File: config.mk
export PLATFORM = sky130hd
export DESIGN_NAME = dcache_stage_commit_flat
export DESIGN_NICKNAME = d
export VERILOG_FILES = /design/src/dcache_pkg.sv /design/src/dcache_ifs.sv /design/src/dcache_stage_commit.sv /design/src/flat_wrapper.sv
export VERILOG_INCLUDE_DIRS = /design/src
export SDC_FILE = /design/constraint.sdc
export NUM_CORES = 1
export LEC_CHECK = 0
export ABC_AREA = 0
export BUFFER_PORTS_ARGS = -buffer_cell sky130_fd_sc_hd__buf_4
export CAP_MARGIN = 20
export CORE_AREA = 2 2 79 81
export CTS_BUF_LIST = sky130_fd_sc_hd__clkbuf_4 sky130_fd_sc_hd__clkbuf_8 sky130_fd_sc_hd__clkbuf_16
export DETAILED_ROUTE_END_ITERATION = 7
export DIE_AREA = 0 0 81 83
export HOLD_SLACK_MARGIN = 0.08
export PLACE_DENSITY = 0.67
export SLEW_MARGIN = 15
export SYNTH_ARGS = -nofsm -noshare
export SYNTH_HDL_FRONTEND = slang
export SYNTH_SLANG_ARGS = --single-unit
File: constraint.sdc
create_clock -name clk -period 0.8 [get_ports clk]
set_clock_uncertainty 0.05 [all_clocks]
set_input_delay 0 -clock clk [delete_from_list [all_inputs] [get_ports clk]]
set_output_delay 0 -clock clk [all_outputs]
set_load 0.02 [all_outputs]
File: src/dcache_cfg.svh
////////////////////
// Cache geometry and access-size codes for the L1 data stage
////////////////////

`ifndef DCACHE_CFG_SVH
`define DCACHE_CFG_SVH

// Geometry
`define DCACHE_WAYS 4
`define DCACHE_SETS 64
`define CACHE_LINE_BYTES 64
`define CACHE_LINE_WORDS 16

// Scalar access sizes as carried on mem_req_if.size
`define ACCESS_BYTE 2'd0
`define ACCESS_HALF 2'd1
`define ACCESS_WORD 2'd2

`endif
File: src/dcache_pkg.sv
////////////////////
// Shared vector types for the L1 data stage
////////////////////

`include "dcache_cfg.svh"

package dcache_pkg;

    typedef logic [31:0] scalar_t;

    // Address split is tag | set | line offset
    typedef logic [31 - $clog2(`DCACHE_SETS) - $clog2(`CACHE_LINE_BYTES):0] l1d_tag_t;
    typedef logic [$clog2(`DCACHE_SETS) - 1:0] l1d_set_idx_t;
    typedef logic [$clog2(`DCACHE_WAYS) - 1:0] l1d_way_idx_t;

    // Tag and set together
    typedef logic [31 - $clog2(`CACHE_LINE_BYTES):0] cache_line_index_t;

    typedef logic [`CACHE_LINE_BYTES * 8 - 1:0] cache_line_data_t;

    // Bit 63 covers line byte 0
    typedef logic [`CACHE_LINE_BYTES - 1:0] line_byte_mask_t;

    typedef logic [1:0] access_size_t;

endpackage

File: src/dcache_ifs.sv
////////////////////
// Request bus and hit result bus of the data stage
////////////////////

`timescale 1ns/1ps

`include "dcache_cfg.svh"

// One scalar memory request, taken whenever valid is high
interface mem_req_if;
    import dcache_pkg::*;

    logic valid;
    logic is_load;
    access_size_t size;
    scalar_t paddr;
    scalar_t store_value;

    modport source
    (
        output valid,
        output is_load,
        output size,
        output paddr,
        output store_value
    );

    modport sink
    (
        input valid,
        input is_load,
        input size,
        input paddr,
        input store_value
    );
endinterface

// Hit information, hit only means something while load_en is high
interface hit_result_if;
    import dcache_pkg::*;

    logic load_en;
    logic hit;
    l1d_way_idx_t hit_way;
    logic [`DCACHE_WAYS - 1:0] way_hit_oh;

    modport producer
    (
        output load_en,
        output hit,
        output hit_way,
        output way_hit_oh
    );

    modport consumer
    (
        input load_en,
        input hit,
        input hit_way,
        input way_hit_oh
    );
endinterface

File: src/dcache_stage_commit.sv
////////////////////
// Miss, store, LRU and fault decode with response register
////////////////////

`timescale 1ns/1ps

module dcache_stage_commit
(
    input logic clk,
    input logic reset,
    mem_req_if.sink req,
    hit_result_if.consumer result,
    input logic unaligned,
    input dcache_pkg::line_byte_mask_t store_mask_in,
    output logic update_lru_en,
    output dcache_pkg::l1d_way_idx_t update_lru_way,
    output logic cache_miss,
    output dcache_pkg::cache_line_index_t cache_miss_addr,
    output logic store_en,
    output dcache_pkg::cache_line_index_t store_addr,
    output logic resp_valid,
    output logic suspend_thread,
    output logic fault,
    output logic fault_is_store
);
    logic store_req;

    assign store_req = req.valid && !req.is_load;

    // An unaligned access has no side effects, it only faults
    assign cache_miss = result.load_en && !result.hit && !unaligned;
    assign cache_miss_addr = req.paddr[31:6];

    assign store_en = store_req && !unaligned && |store_mask_in;
    assign store_addr = req.paddr[31:6];

    assign update_lru_en = result.load_en && result.hit && !unaligned;
    assign update_lru_way = result.hit_way;

    always_ff @(posedge clk, posedge reset)
    begin
        if (reset)
        begin
            resp_valid <= 1'b0;
            suspend_thread <= 1'b0;
            fault <= 1'b0;
            fault_is_store <= 1'b0;
        end
        else
        begin
            resp_valid <= req.valid;
            // Thread sleeps until the L2 fill for the missed line returns
            suspend_thread <= cache_miss;
            fault <= req.valid && unaligned;
            fault_is_store <= !req.is_load;
        end
    end

    a_single_action: assert property (@(posedge clk) disable iff (reset)
        $onehot0({cache_miss, store_en, update_lru_en}));
endmodule

File: src/flat_wrapper.sv
// flat-port wrapper written by rule: the top's interface ports become plain ports
module dcache_stage_commit_flat 
  (clk, reset, unaligned, store_mask_in, update_lru_en, update_lru_way, cache_miss, cache_miss_addr, store_en, store_addr, resp_valid, suspend_thread, fault, fault_is_store, req_valid, req_is_load, req_size, req_paddr, req_store_value, result_load_en, result_hit, result_hit_way, result_way_hit_oh);
  mem_req_if req_i ();
  hit_result_if result_i ();
  input logic clk;
  input logic reset;
  input logic unaligned;
  input dcache_pkg::line_byte_mask_t store_mask_in;
  output logic update_lru_en;
  output dcache_pkg::l1d_way_idx_t update_lru_way;
  output logic cache_miss;
  output dcache_pkg::cache_line_index_t cache_miss_addr;
  output logic store_en;
  output dcache_pkg::cache_line_index_t store_addr;
  output logic resp_valid;
  output logic suspend_thread;
  output logic fault;
  output logic fault_is_store;
  input wire logic [$bits(req_i.valid)-1:0] req_valid;
  input wire logic [$bits(req_i.is_load)-1:0] req_is_load;
  input wire logic [$bits(req_i.size)-1:0] req_size;
  input wire logic [$bits(req_i.paddr)-1:0] req_paddr;
  input wire logic [$bits(req_i.store_value)-1:0] req_store_value;
  input wire logic [$bits(result_i.load_en)-1:0] result_load_en;
  input wire logic [$bits(result_i.hit)-1:0] result_hit;
  input wire logic [$bits(result_i.hit_way)-1:0] result_hit_way;
  input wire logic [$bits(result_i.way_hit_oh)-1:0] result_way_hit_oh;
  assign req_i.valid = req_valid;
  assign req_i.is_load = req_is_load;
  assign req_i.size = req_size;
  assign req_i.paddr = req_paddr;
  assign req_i.store_value = req_store_value;
  assign result_i.load_en = result_load_en;
  assign result_i.hit = result_hit;
  assign result_i.hit_way = result_hit_way;
  assign result_i.way_hit_oh = result_way_hit_oh;
  dcache_stage_commit u_core (.clk(clk), .reset(reset), .req(req_i), .result(result_i), .unaligned(unaligned), .store_mask_in(store_mask_in), .update_lru_en(update_lru_en), .update_lru_way(update_lru_way), .cache_miss(cache_miss), .cache_miss_addr(cache_miss_addr), .store_en(store_en), .store_addr(store_addr), .resp_valid(resp_valid), .suspend_thread(suspend_thread), .fault(fault), .fault_is_store(fault_is_store));
endmodule
==> flow_summary_export.csv, run 1 <==
group,metric,value,unit
pwr,p_sw_frac,0.338,
clock_network,clockRootBuffer,"clkbuf_8",
placed_design,place_inst,183,
routing,dr.pass1.iters,2,
floorplan,die-area,6720,sq um
global_route,gr-usage-met2,0.144,
global_route,grt_pass1_vias,813,
outcome,failed_checks,"negative hold slack, negative setup slack",
routing,viasPerCell,3.85,
sta,tightestPinTransition,0.434,ns
logic_synthesis,ys_seq_area_frac,0.148,
worst_setup_path,cp_data_arrival_time,1.10,ns
worst_setup_path,startpoint_type,"primary input",
clock_network,cts_tree,"built",
sta,min_period,1.15,ns
clock_network,clock_sinks,4,
placed_design,portBuffers,77,
global_route,grt-busiest-layer,"met2",
logic_synthesis,syn_inst,85,
global_route,grt_overflow,0,
pwr,p_per_area,914,nW/um^2
routing,post_drt_wl_per_cell,12.2,um
floorplan,rows,28,
worst_setup_path,worstPathRequired,0.75,ns
global_route,grt.met1_usage,0.0321,
clock_network,holdBufCountCts,31,
cells_and_area,instances_no_fill,217,
floorplan,core,5820,sq um
min_path,hold_start,"result_hit",
floorplan,start_util,0.116,
sta,fmax,868,MHz
cells_and_area,area_growth,129,%
pwr,p_sw,0.479,mW
sta,hold_ws,-0.0871,ns
worst_setup_path,cp-end-kind,"output pin",
cells_and_area,diodes,0,
clock_network,cts_buffer_depth,2,
worst_setup_path,criticalPathCategory,"primary input to output pin",
clock_network,cts_made_buffers,3,
routing,vias,835,
floorplan,floorplan.die.width,81,um
logic_synthesis,synth.distinct_cells,9,
min_path,hold_path_depth,2,
sta,finalCritPeriodShare,1.44,
logic_synthesis,netlist_area,676,sq um
sta,slew_headroom,0.712,
cells_and_area,fin_nets,287,
outcome,outcome,"complete, but fails checks",
global_route,grt_pass1_wl,3280,um
global_route,grt_max_degree,5,
placed_design,dp_hpwl,1870,um
placed_design,gp_congestion,0.656,
pwr,combPwrFrac,0.556,
routing,drt_iter0_drc,3,
clock_network,cts_setup_buffers,0,
clock_network,htree_levels,1,
floorplan,die_h,83,um
global_route,grt.total_usage,0.0627,
logic_synthesis,yosys_register_bits,4,
logic_synthesis,synth_warnings,0,
sta,setup_ws,-0.352,ns
logic_synthesis,syn_nets,228,
sta,slew_viol_final,0,
worst_setup_path,crit_fanout,1,
sta,grt_setup_unrepaired,"yes",
floorplan,num_io_pins,204,
pwr,p_seq_frac,0.153,
global_route,grtUsageMet3,0.0250,
cells_and_area,final_util,0.267,
placed_design,pre_cts_ws,-0.436,ns
logic_synthesis,syn_area_per_cell,7.95,sq um
min_path,min_path_type,"primary input to flop",
routing,drtAntennaViolNets,0,
routing,wirelength,2640,um
global_route,antenna_found_initial,0,
flow_run,cap_viol_max_count,0,
pwr,p_clk_frac,0.291,
min_path,hold_path_end,"u_core.suspend_thread",
pwr,p_int,0.938,mW
clock_network,clk_pin_slew,0.03,ns
pwr,leakage,0.872,nW
cells_and_area,drive_gt1_frac,0.683,
pwr,ir_drop,517,uV
sta,setup_violations,1,
sta,report.final.hold_viol_count,1,
routing,drc,0,
## per-layer routing
layer	share of wire	vias up
met3	0.16	6
met5	0	-
met1	0.21	370
met2	0.61	99
met4	0.014	0
li1	-	360
## power groups by stage
stage / Clock [mW] / Combinational, mW / Sequential [mW]
after detailed placement: 0 / 0.349 / 0.218
after CTS: 0.423 / 0.730 / 0.216
final: 0.412 / 0.788 / 0.216
after global placement: 0 / 0.341 / 0.219
after floorplan: 0 / 0.431 / 0.231
after global routing: 0.446 / 0.827 / 0.217
## placed cells by master, fill, tap and decap left out, types with 2 or more instances in the layout
cell type,instances
inv_1,2
dfrtp_1,4
nor4_2,8
buf_6,6
dlymetal6s4s_1,27
nand4_1,4
buf_4,71
nor4_4,7
clkbuf_8,3
nor4_1,2
dlygate4sd3_1,4
## registers in the layout, summed over array words and instances, names as in the netlist
| name | flops |
|---|---|
| u_core.resp_valid | 1 |
| u_core.suspend_thread | 1 |
| u_core.fault | 1 |
| u_core.fault_is_store | 1 |
## cells by family after synthesis
| family | count (synthesis) | synth area share |
|---|---|---|
| buf+inv | 56 | 0.611 |
| simple gates | 25 | 0.241 |
| flops | 4 | 0.148 |
## cells in the mapped netlist, drive strengths merged
master | instances | area share
inv | 2 | 0.011
nand4 | 4 | 0.037
dfrtp | 4 | 0.15
nor4b | 1 | 0.013
buf | 54 | 0.60
nor3b | 1 | 0.011
and2 | 1 | 0.0093
nor4 | 17 | 0.16
and3b | 1 | 0.013
## worst max-delay path: stages
cell,delay [ns]
buf_4,0.12
nor4_4,0.25
nand4_1,0.17
nor4_2,0.33
nor4b_2,0.07
buf_4,0.16
## worst max-delay path by stage
stage / slack (ns) / to / from / cells past startpoint
final: -0.35 / store_en / store_mask_in[38] / 6
after global routing: -0.45 / store_en / store_mask_in[56] / 6
after CTS: -0.33 / store_en / store_mask_in[44] / 6
after detailed placement: -0.44 / store_en / store_mask_in[0] / 6
after global placement: -0.41 / store_en / store_mask_in[0] / 6
after floorplan: -0.04 / store_en / store_mask_in[0] / 4
## per-stage QoR
step | hold slack [ns] | power (mW) | setup TNS [ns] | cell area (sq um)
3_5_place_dp | -0.152 | 0.568 | -0.436 | 960
5_1_grt | -0.0929 | 1.49 | -0.446 | 1550
6_report | -0.0871 | 1.42 | -0.352 | 1550
2_1_floorplan | -0.284 | 0.662 | -0.0431 | 693
3_3_place_gp | -0.152 | 0.559 | -0.408 | 960
4_1_cts | -0.0887 | 1.37 | -2.35 | 1410
## layout make-up
class / instances / area, sq um
Fill cell: 604 / 4270
Inverter: 2 / 7.51
Timing Repair Buffer: 108 / 978
Multi-Input combinational cell: 25 / 329
Clock buffer: 3 / 41.3
Sequential cell: 4 / 100
Tap cell: 75 / 93.8
## timing repair
action | 4_1_cts | 5_1_grt
setup endpoints to repair | 1 | 54
endpoints found under the hold margin | 62 | 3
gates resized for setup | 16 | 38
pin swaps | 8 | 6
No activity file was read; power rests on OpenSTA's default activity.
==> run 2: changes to the inputs <==
- SETUP_SLACK_MARGIN: default -> 0.4
==> run 2 against run 1 <==
Sequential share of layout area is 2.5 points higher. Worst setup slack lost 0.11 ns. The run still ends with negative hold slack, negative setup slack left. Fmax decreased by 8.9%. Routed wire length rose by 2.6%. Count of clock-buffer cells in the layout unchanged. Worst hold slack worse by 0.29 ns.
==> flow_summary_export.csv, run 2 (synthesis results as in run 1) <==
group,metric,value,unit
placed_design,portBuffers,77,
worst_setup_path,crit_fanout,1,
cells_and_area,final_cell_mix,"buf_4 (68), nor4_1 (13), buf_6 (10), nand4_1 (4), dfrtp_1 (4)",
cells_and_area,fill_cells,646,
global_route,grt_max_degree,5,
sta,fmax,791,MHz
placed_design,dp_hpwl,2430,um
global_route,grt_pass1_vias,710,
routing,wirelength,2710,um
worst_setup_path,startpoint_type,"primary input",
sta,grt_setup_unrepaired,"yes",
cells_and_area,final_util,0.192,
floorplan,rows,28,
worst_setup_path,worstPathRequired,0.75,ns
cells_and_area,drive_gt1_frac,0.781,
sta,setup_violations,1,
floorplan,die-area,6720,sq um
floorplan,num_io_pins,204,
floorplan,start_util,0.116,
routing,drtAntennaViolNets,0,
clock_network,cts_made_buffers,3,
worst_setup_path,criticalPathCategory,"primary input to output pin",
sta,finalCritPeriodShare,1.58,
global_route,grt_overflow,0,
floorplan,core,5820,sq um
routing,post_drt_wl_per_cell,14.4,um
min_path,min_path_type,"primary input to async pin",
sta,tightestPinTransition,0.277,ns
clock_network,clk_pin_slew,0.03,ns
pwr,ir_drop,527,uV
routing,drc,0,
cells_and_area,area_growth,65.6,%
global_route,grt_pass1_wl,3470,um
outcome,failed_checks,"negative hold slack, negative setup slack",
worst_setup_path,cp-end-kind,"output pin",
flow_run,cap_viol_max_count,0,
placed_design,gp_congestion,0.601,
sta,hold_ws,-0.377,ns
routing,viasPerCell,3.60,
sta,slew_viol_final,0,
cells_and_area,fin_nets,259,
clock_network,clockRootBuffer,"clkbuf_8",
pwr,p_per_area,905,nW/um^2
sta,setup_ws,-0.465,ns
clock_network,clock_sinks,4,
clock_network,cts_buffer_depth,2,
global_route,grt.total_usage,0.0716,
sta,report.final.hold_viol_count,61,
sta,min_period,1.26,ns
routing,vias,680,
outcome,outcome,"complete, but fails checks",
routing,dr.pass1.iters,5,
worst_setup_path,crit_path_start,"store_mask_in[37]",
cells_and_area,final_common_cell,"buf_4",
floorplan,die_h,83,um
worst_setup_path,cp_data_arrival_time,1.21,ns
clock_network,htree_levels,1,
routing,drt_iter0_drc,6,
pwr,leakage,0.533,nW
sta,slew_headroom,0.814,
worst_setup_path,crit_slowest_cell,"nor4_4",
global_route,antenna_found_initial,0,
clock_network,cts_tree,"built",
cells_and_area,diodes,0,
worst_setup_path,cpPeakStageDelay,0.34,ns
floorplan,floorplan.die.width,81,um
worst_setup_path,cp_cell_sequence,"buf_6 > nor4_4 > buf_4 > nand4_1 > nor4_4 > nor4b_2 > buf_4",
==> run 2: layer usage <==
metal	part of all wire	track usage
met1	0.28	0.0592
met2	0.43	0.123
met3	0.24	0.0457
met4	0.046	0.0447
met5	0	0
==> run 2: final timing paths <==
check                      slack [ns]                    end  cells past startpoint
worst max-delay path            -0.46               store_en                      7
min in group clk                -0.14      u_core.resp_valid                      1
max in group asynchronous        0.94  u_core.fault_is_store                      2
worst min-delay path            -0.38           u_core.fault                      2
==> run 2: critical path, delay by kind of cell <==
family | cells | cell delay (ns)
and+or+nand+nor | 4 | 0.82
buffers and inverters | 3 | 0.40
==> run 2: final cells by class <==
cell class	instances	area, sq um	area share
Multi-Input combinational cell	25	223	0.199
Inverter	2	7.51	0.00671
Tap cell	75	93.8	0.0839
Clock buffer	3	41.3	0.0369
Sequential cell	4	100	0.0895
Timing Repair Buffer	80	653	0.584
==> run 2: repair_timing <==
action / CTS / global route
gates cloned: 0 / 0
buffers inserted: 0 / 1
gates resized for setup: 11 / 8
endpoints found under the hold margin: 62 / 62
endpoints found under the setup margin: 7 / 7
pin swaps: 4 / 4
==> run 2: per-stage QoR <==
step	cells	setup slack (ns)	total power [mW]	TNS [ns]	area, sq um
after floorplan	85	-0.0431	0.664	-0.0431	699
after global placement	185	-0.567	0.569	-0.567	981
after detailed placement	185	-0.580	0.574	-0.580	981
after CTS	188	-0.499	1.01	-0.499	1070
after global routing	189	-0.574	1.08	-0.574	1120
final	189	-0.465	1.01	-0.465	1120
==> run 2: power by group <==
group | switching (mW) | internal [mW]
logic | 0.107 | 0.282
clock network | 0.0862 | 0.319
registers | 0.00392 | 0.214
==> run 3: changes to the inputs <==
- CELL_PAD_IN_SITES_DETAIL_PLACEMENT: default -> 1
- CELL_PAD_IN_SITES_GLOBAL_PLACEMENT: default -> 1
- CORE_AREA: 2 2 79 81 -> default
- CORE_ASPECT_RATIO: default -> 1.2
- CORE_MARGIN: default -> 2
- CORE_UTILIZATION: default -> 10
- DIE_AREA: 0 0 81 83 -> default
- PLACE_DENSITY: 0.67 -> default
- PLACE_DENSITY_LB_ADDON: default -> 0.1
==> run 3 against run 2 <==
Die area up 11%. Largest power group is now combinational cells. Final area up 14%. Highest routed layer unchanged. Clock power rose by 4.9%. The flow still finishes with violations (negative hold slack, negative setup slack). Cell count rose by 4.2%.
==> flow_summary_export.csv, run 3 (synthesis results as in run 1) <==
group,metric,value,unit
outcome,outcome,"complete, but fails checks",
outcome,failed_checks,"negative hold slack, negative setup slack",
cells_and_area,instances_no_fill,197,
pwr,p_sw_frac,0.241,
pwr,p_sw,0.270,mW
clock_network,cts_tree,"built",
cells_and_area,final_cell_mix,"buf_4 (59), buf_6 (16), nor4_4 (10)",
clock_network,cts_buffer_depth,2,
worst_setup_path,cp_data_arrival_time,1.12,ns
pwr,ir_drop,414,uV
floorplan,floorplan.die.width,79.0,um
cells_and_area,drive_gt1_frac,0.866,
sta,tightestPinTransition,0.243,ns
sta,setup_ws,-0.369,ns
floorplan,rows,32,
cells_and_area,final_common_cell,"buf_4",
pwr,p_seq_frac,0.195,
global_route,antenna_found_initial,0,
global_route,grt_pass1_wl,3510,um
cells_and_area,fin_nets,257,
worst_setup_path,cp-end-kind,"output pin",
floorplan,core,6490,sq um
worst_setup_path,crit_slowest_cell,"nor4_2",
pwr,p_per_area,874,nW/um^2
routing,vias,676,
sta,slew_headroom,0.837,
floorplan,die-area,7430,sq um
worst_setup_path,crit_fanout,1,
worst_setup_path,crit_buf_inv,2,
pwr,p_int,0.848,mW
worst_setup_path,worstPathRequired,0.75,ns
floorplan,start_util,0.104,
cells_and_area,fill_cells,768,
placed_design,place_inst,193,
pwr,p_total,1.12,mW
cells_and_area,area_growth,89.3,%
clock_network,htree_levels,1,
worst_setup_path,crit_top_cell,"buf_4",
worst_setup_path,critPathTopFamily,"simple AND/OR/NAND/NOR gates",
floorplan,num_io_pins,204,
global_route,grt_pass1_vias,749,
routing,drtAntennaViolNets,0,
clock_network,cts_made_buffers,3,
sta,report.final.hold_viol_count,61,
placed_design,place_area,978,sq um
routing,drt_iter0_drc,2,
global_route,grt_max_degree,5,
cells_and_area,post-route-cell-area,1280,sq um
routing,post_drt_wl_per_cell,13.3,um
worst_setup_path,cp_cell_sequence,"buf_4 > nor4_4 > nand4_1 > nor4_2 > nor4b_2 > buf_4",
flow_run,cap_viol_max_count,0,
worst_setup_path,criticalPathCategory,"primary input to output pin",
routing,dr.pass1.iters,2,
sta,min_period,1.17,ns
cells_and_area,diodes,0,
sta,fmax,855,MHz
clock_network,clk_pin_slew,0.03,ns
pwr,leakage,0.534,nW
floorplan,die_h,94.0,um
worst_setup_path,cpPeakStageDelay,0.33,ns
placed_design,portBuffers,77,
sta,slew_viol_final,0,
routing,viasPerCell,3.43,
placed_design,gp_congestion,0.654,
pwr,combPwrFrac,0.425,
routing,wirelength,2620,um
cells_and_area,multi_input_area,355,sq um
sta,hold_ws,-0.382,ns
worst_setup_path,startpoint_type,"primary input",
global_route,grt.total_usage,0.0630,
cells_and_area,regArea,100,sq um
clock_network,clock_sinks,4,
sta,grt_setup_unrepaired,"yes",
global_route,grt_overflow,0,
routing,drc,0,
min_path,min_path_type,"primary input to async pin",
pwr,p_clk_frac,0.380,
clock_network,clockRootBuffer,"clkbuf_8",
sta,setup_violations,1,
sta,finalCritPeriodShare,1.46,
run 3: power by group through the flow:
| stage | combinational, mW | sequential [mW] | clock, mW |
|---|---|---|---|
| after detailed placement | 0.357 | 0.218 | 0 |
| after global placement | 0.349 | 0.218 | 0 |
| after global routing | 0.504 | 0.218 | 0.469 |
| final | 0.475 | 0.218 | 0.425 |
| after CTS | 0.413 | 0.218 | 0.438 |
| after floorplan | 0.433 | 0.231 | 0 |
run 3: per-layer routing:
layer | global-route usage | up-vias | wire [um]
li1 | - | 299 | -
met1 | 0.0506 | 290 | 732
met2 | 0.122 | 60 | 1390
met5 | 0 | - | 0
met3 | 0.0221 | 27 | 358
met4 | 0.0460 | 0 | 134
run 3: final cells by class:
class                           count  share of cell area
Timing Repair Buffer               78               0.523
Inverter                            2             0.00587
Clock buffer                        3              0.0323
Sequential cell                     4              0.0783
Tap cell                           85              0.0832
Multi-Input combinational cell     25               0.278
run 3: worst max path at each step:
stage,start,end,slack (ns),cells past startpoint
after floorplan,store_mask_in[0],store_en,-0.04,4
after global placement,store_mask_in[3],store_en,-0.44,6
after detailed placement,store_mask_in[21],store_en,-0.50,6
after CTS,store_mask_in[62],store_en,-0.42,6
after global routing,store_mask_in[2],store_en,-0.44,6
final,store_mask_in[2],store_en,-0.37,6
run 3: stage by stage:
step	setup TNS, ns	worst slack, ns	util
4_1_cts	-0.421	-0.421	0.176
6_report	-0.369	-0.369	0.197
2_1_floorplan	-0.0431	-0.0431	-
5_1_grt	-0.436	-0.436	0.197
3_5_place_dp	-0.501	-0.501	0.151
3_3_place_gp	-0.441	-0.441	0.151
run 3: repair_timing:
| action | 4_1_cts | 5_1_grt |
|---|---|---|
| endpoints found under the setup margin | 7 | 7 |
| setup buffers | 1 | 0 |
| hold endpoints to repair | 62 | 62 |
| gates resized for setup | 21 | 24 |
| pin swaps | 9 | 10 |
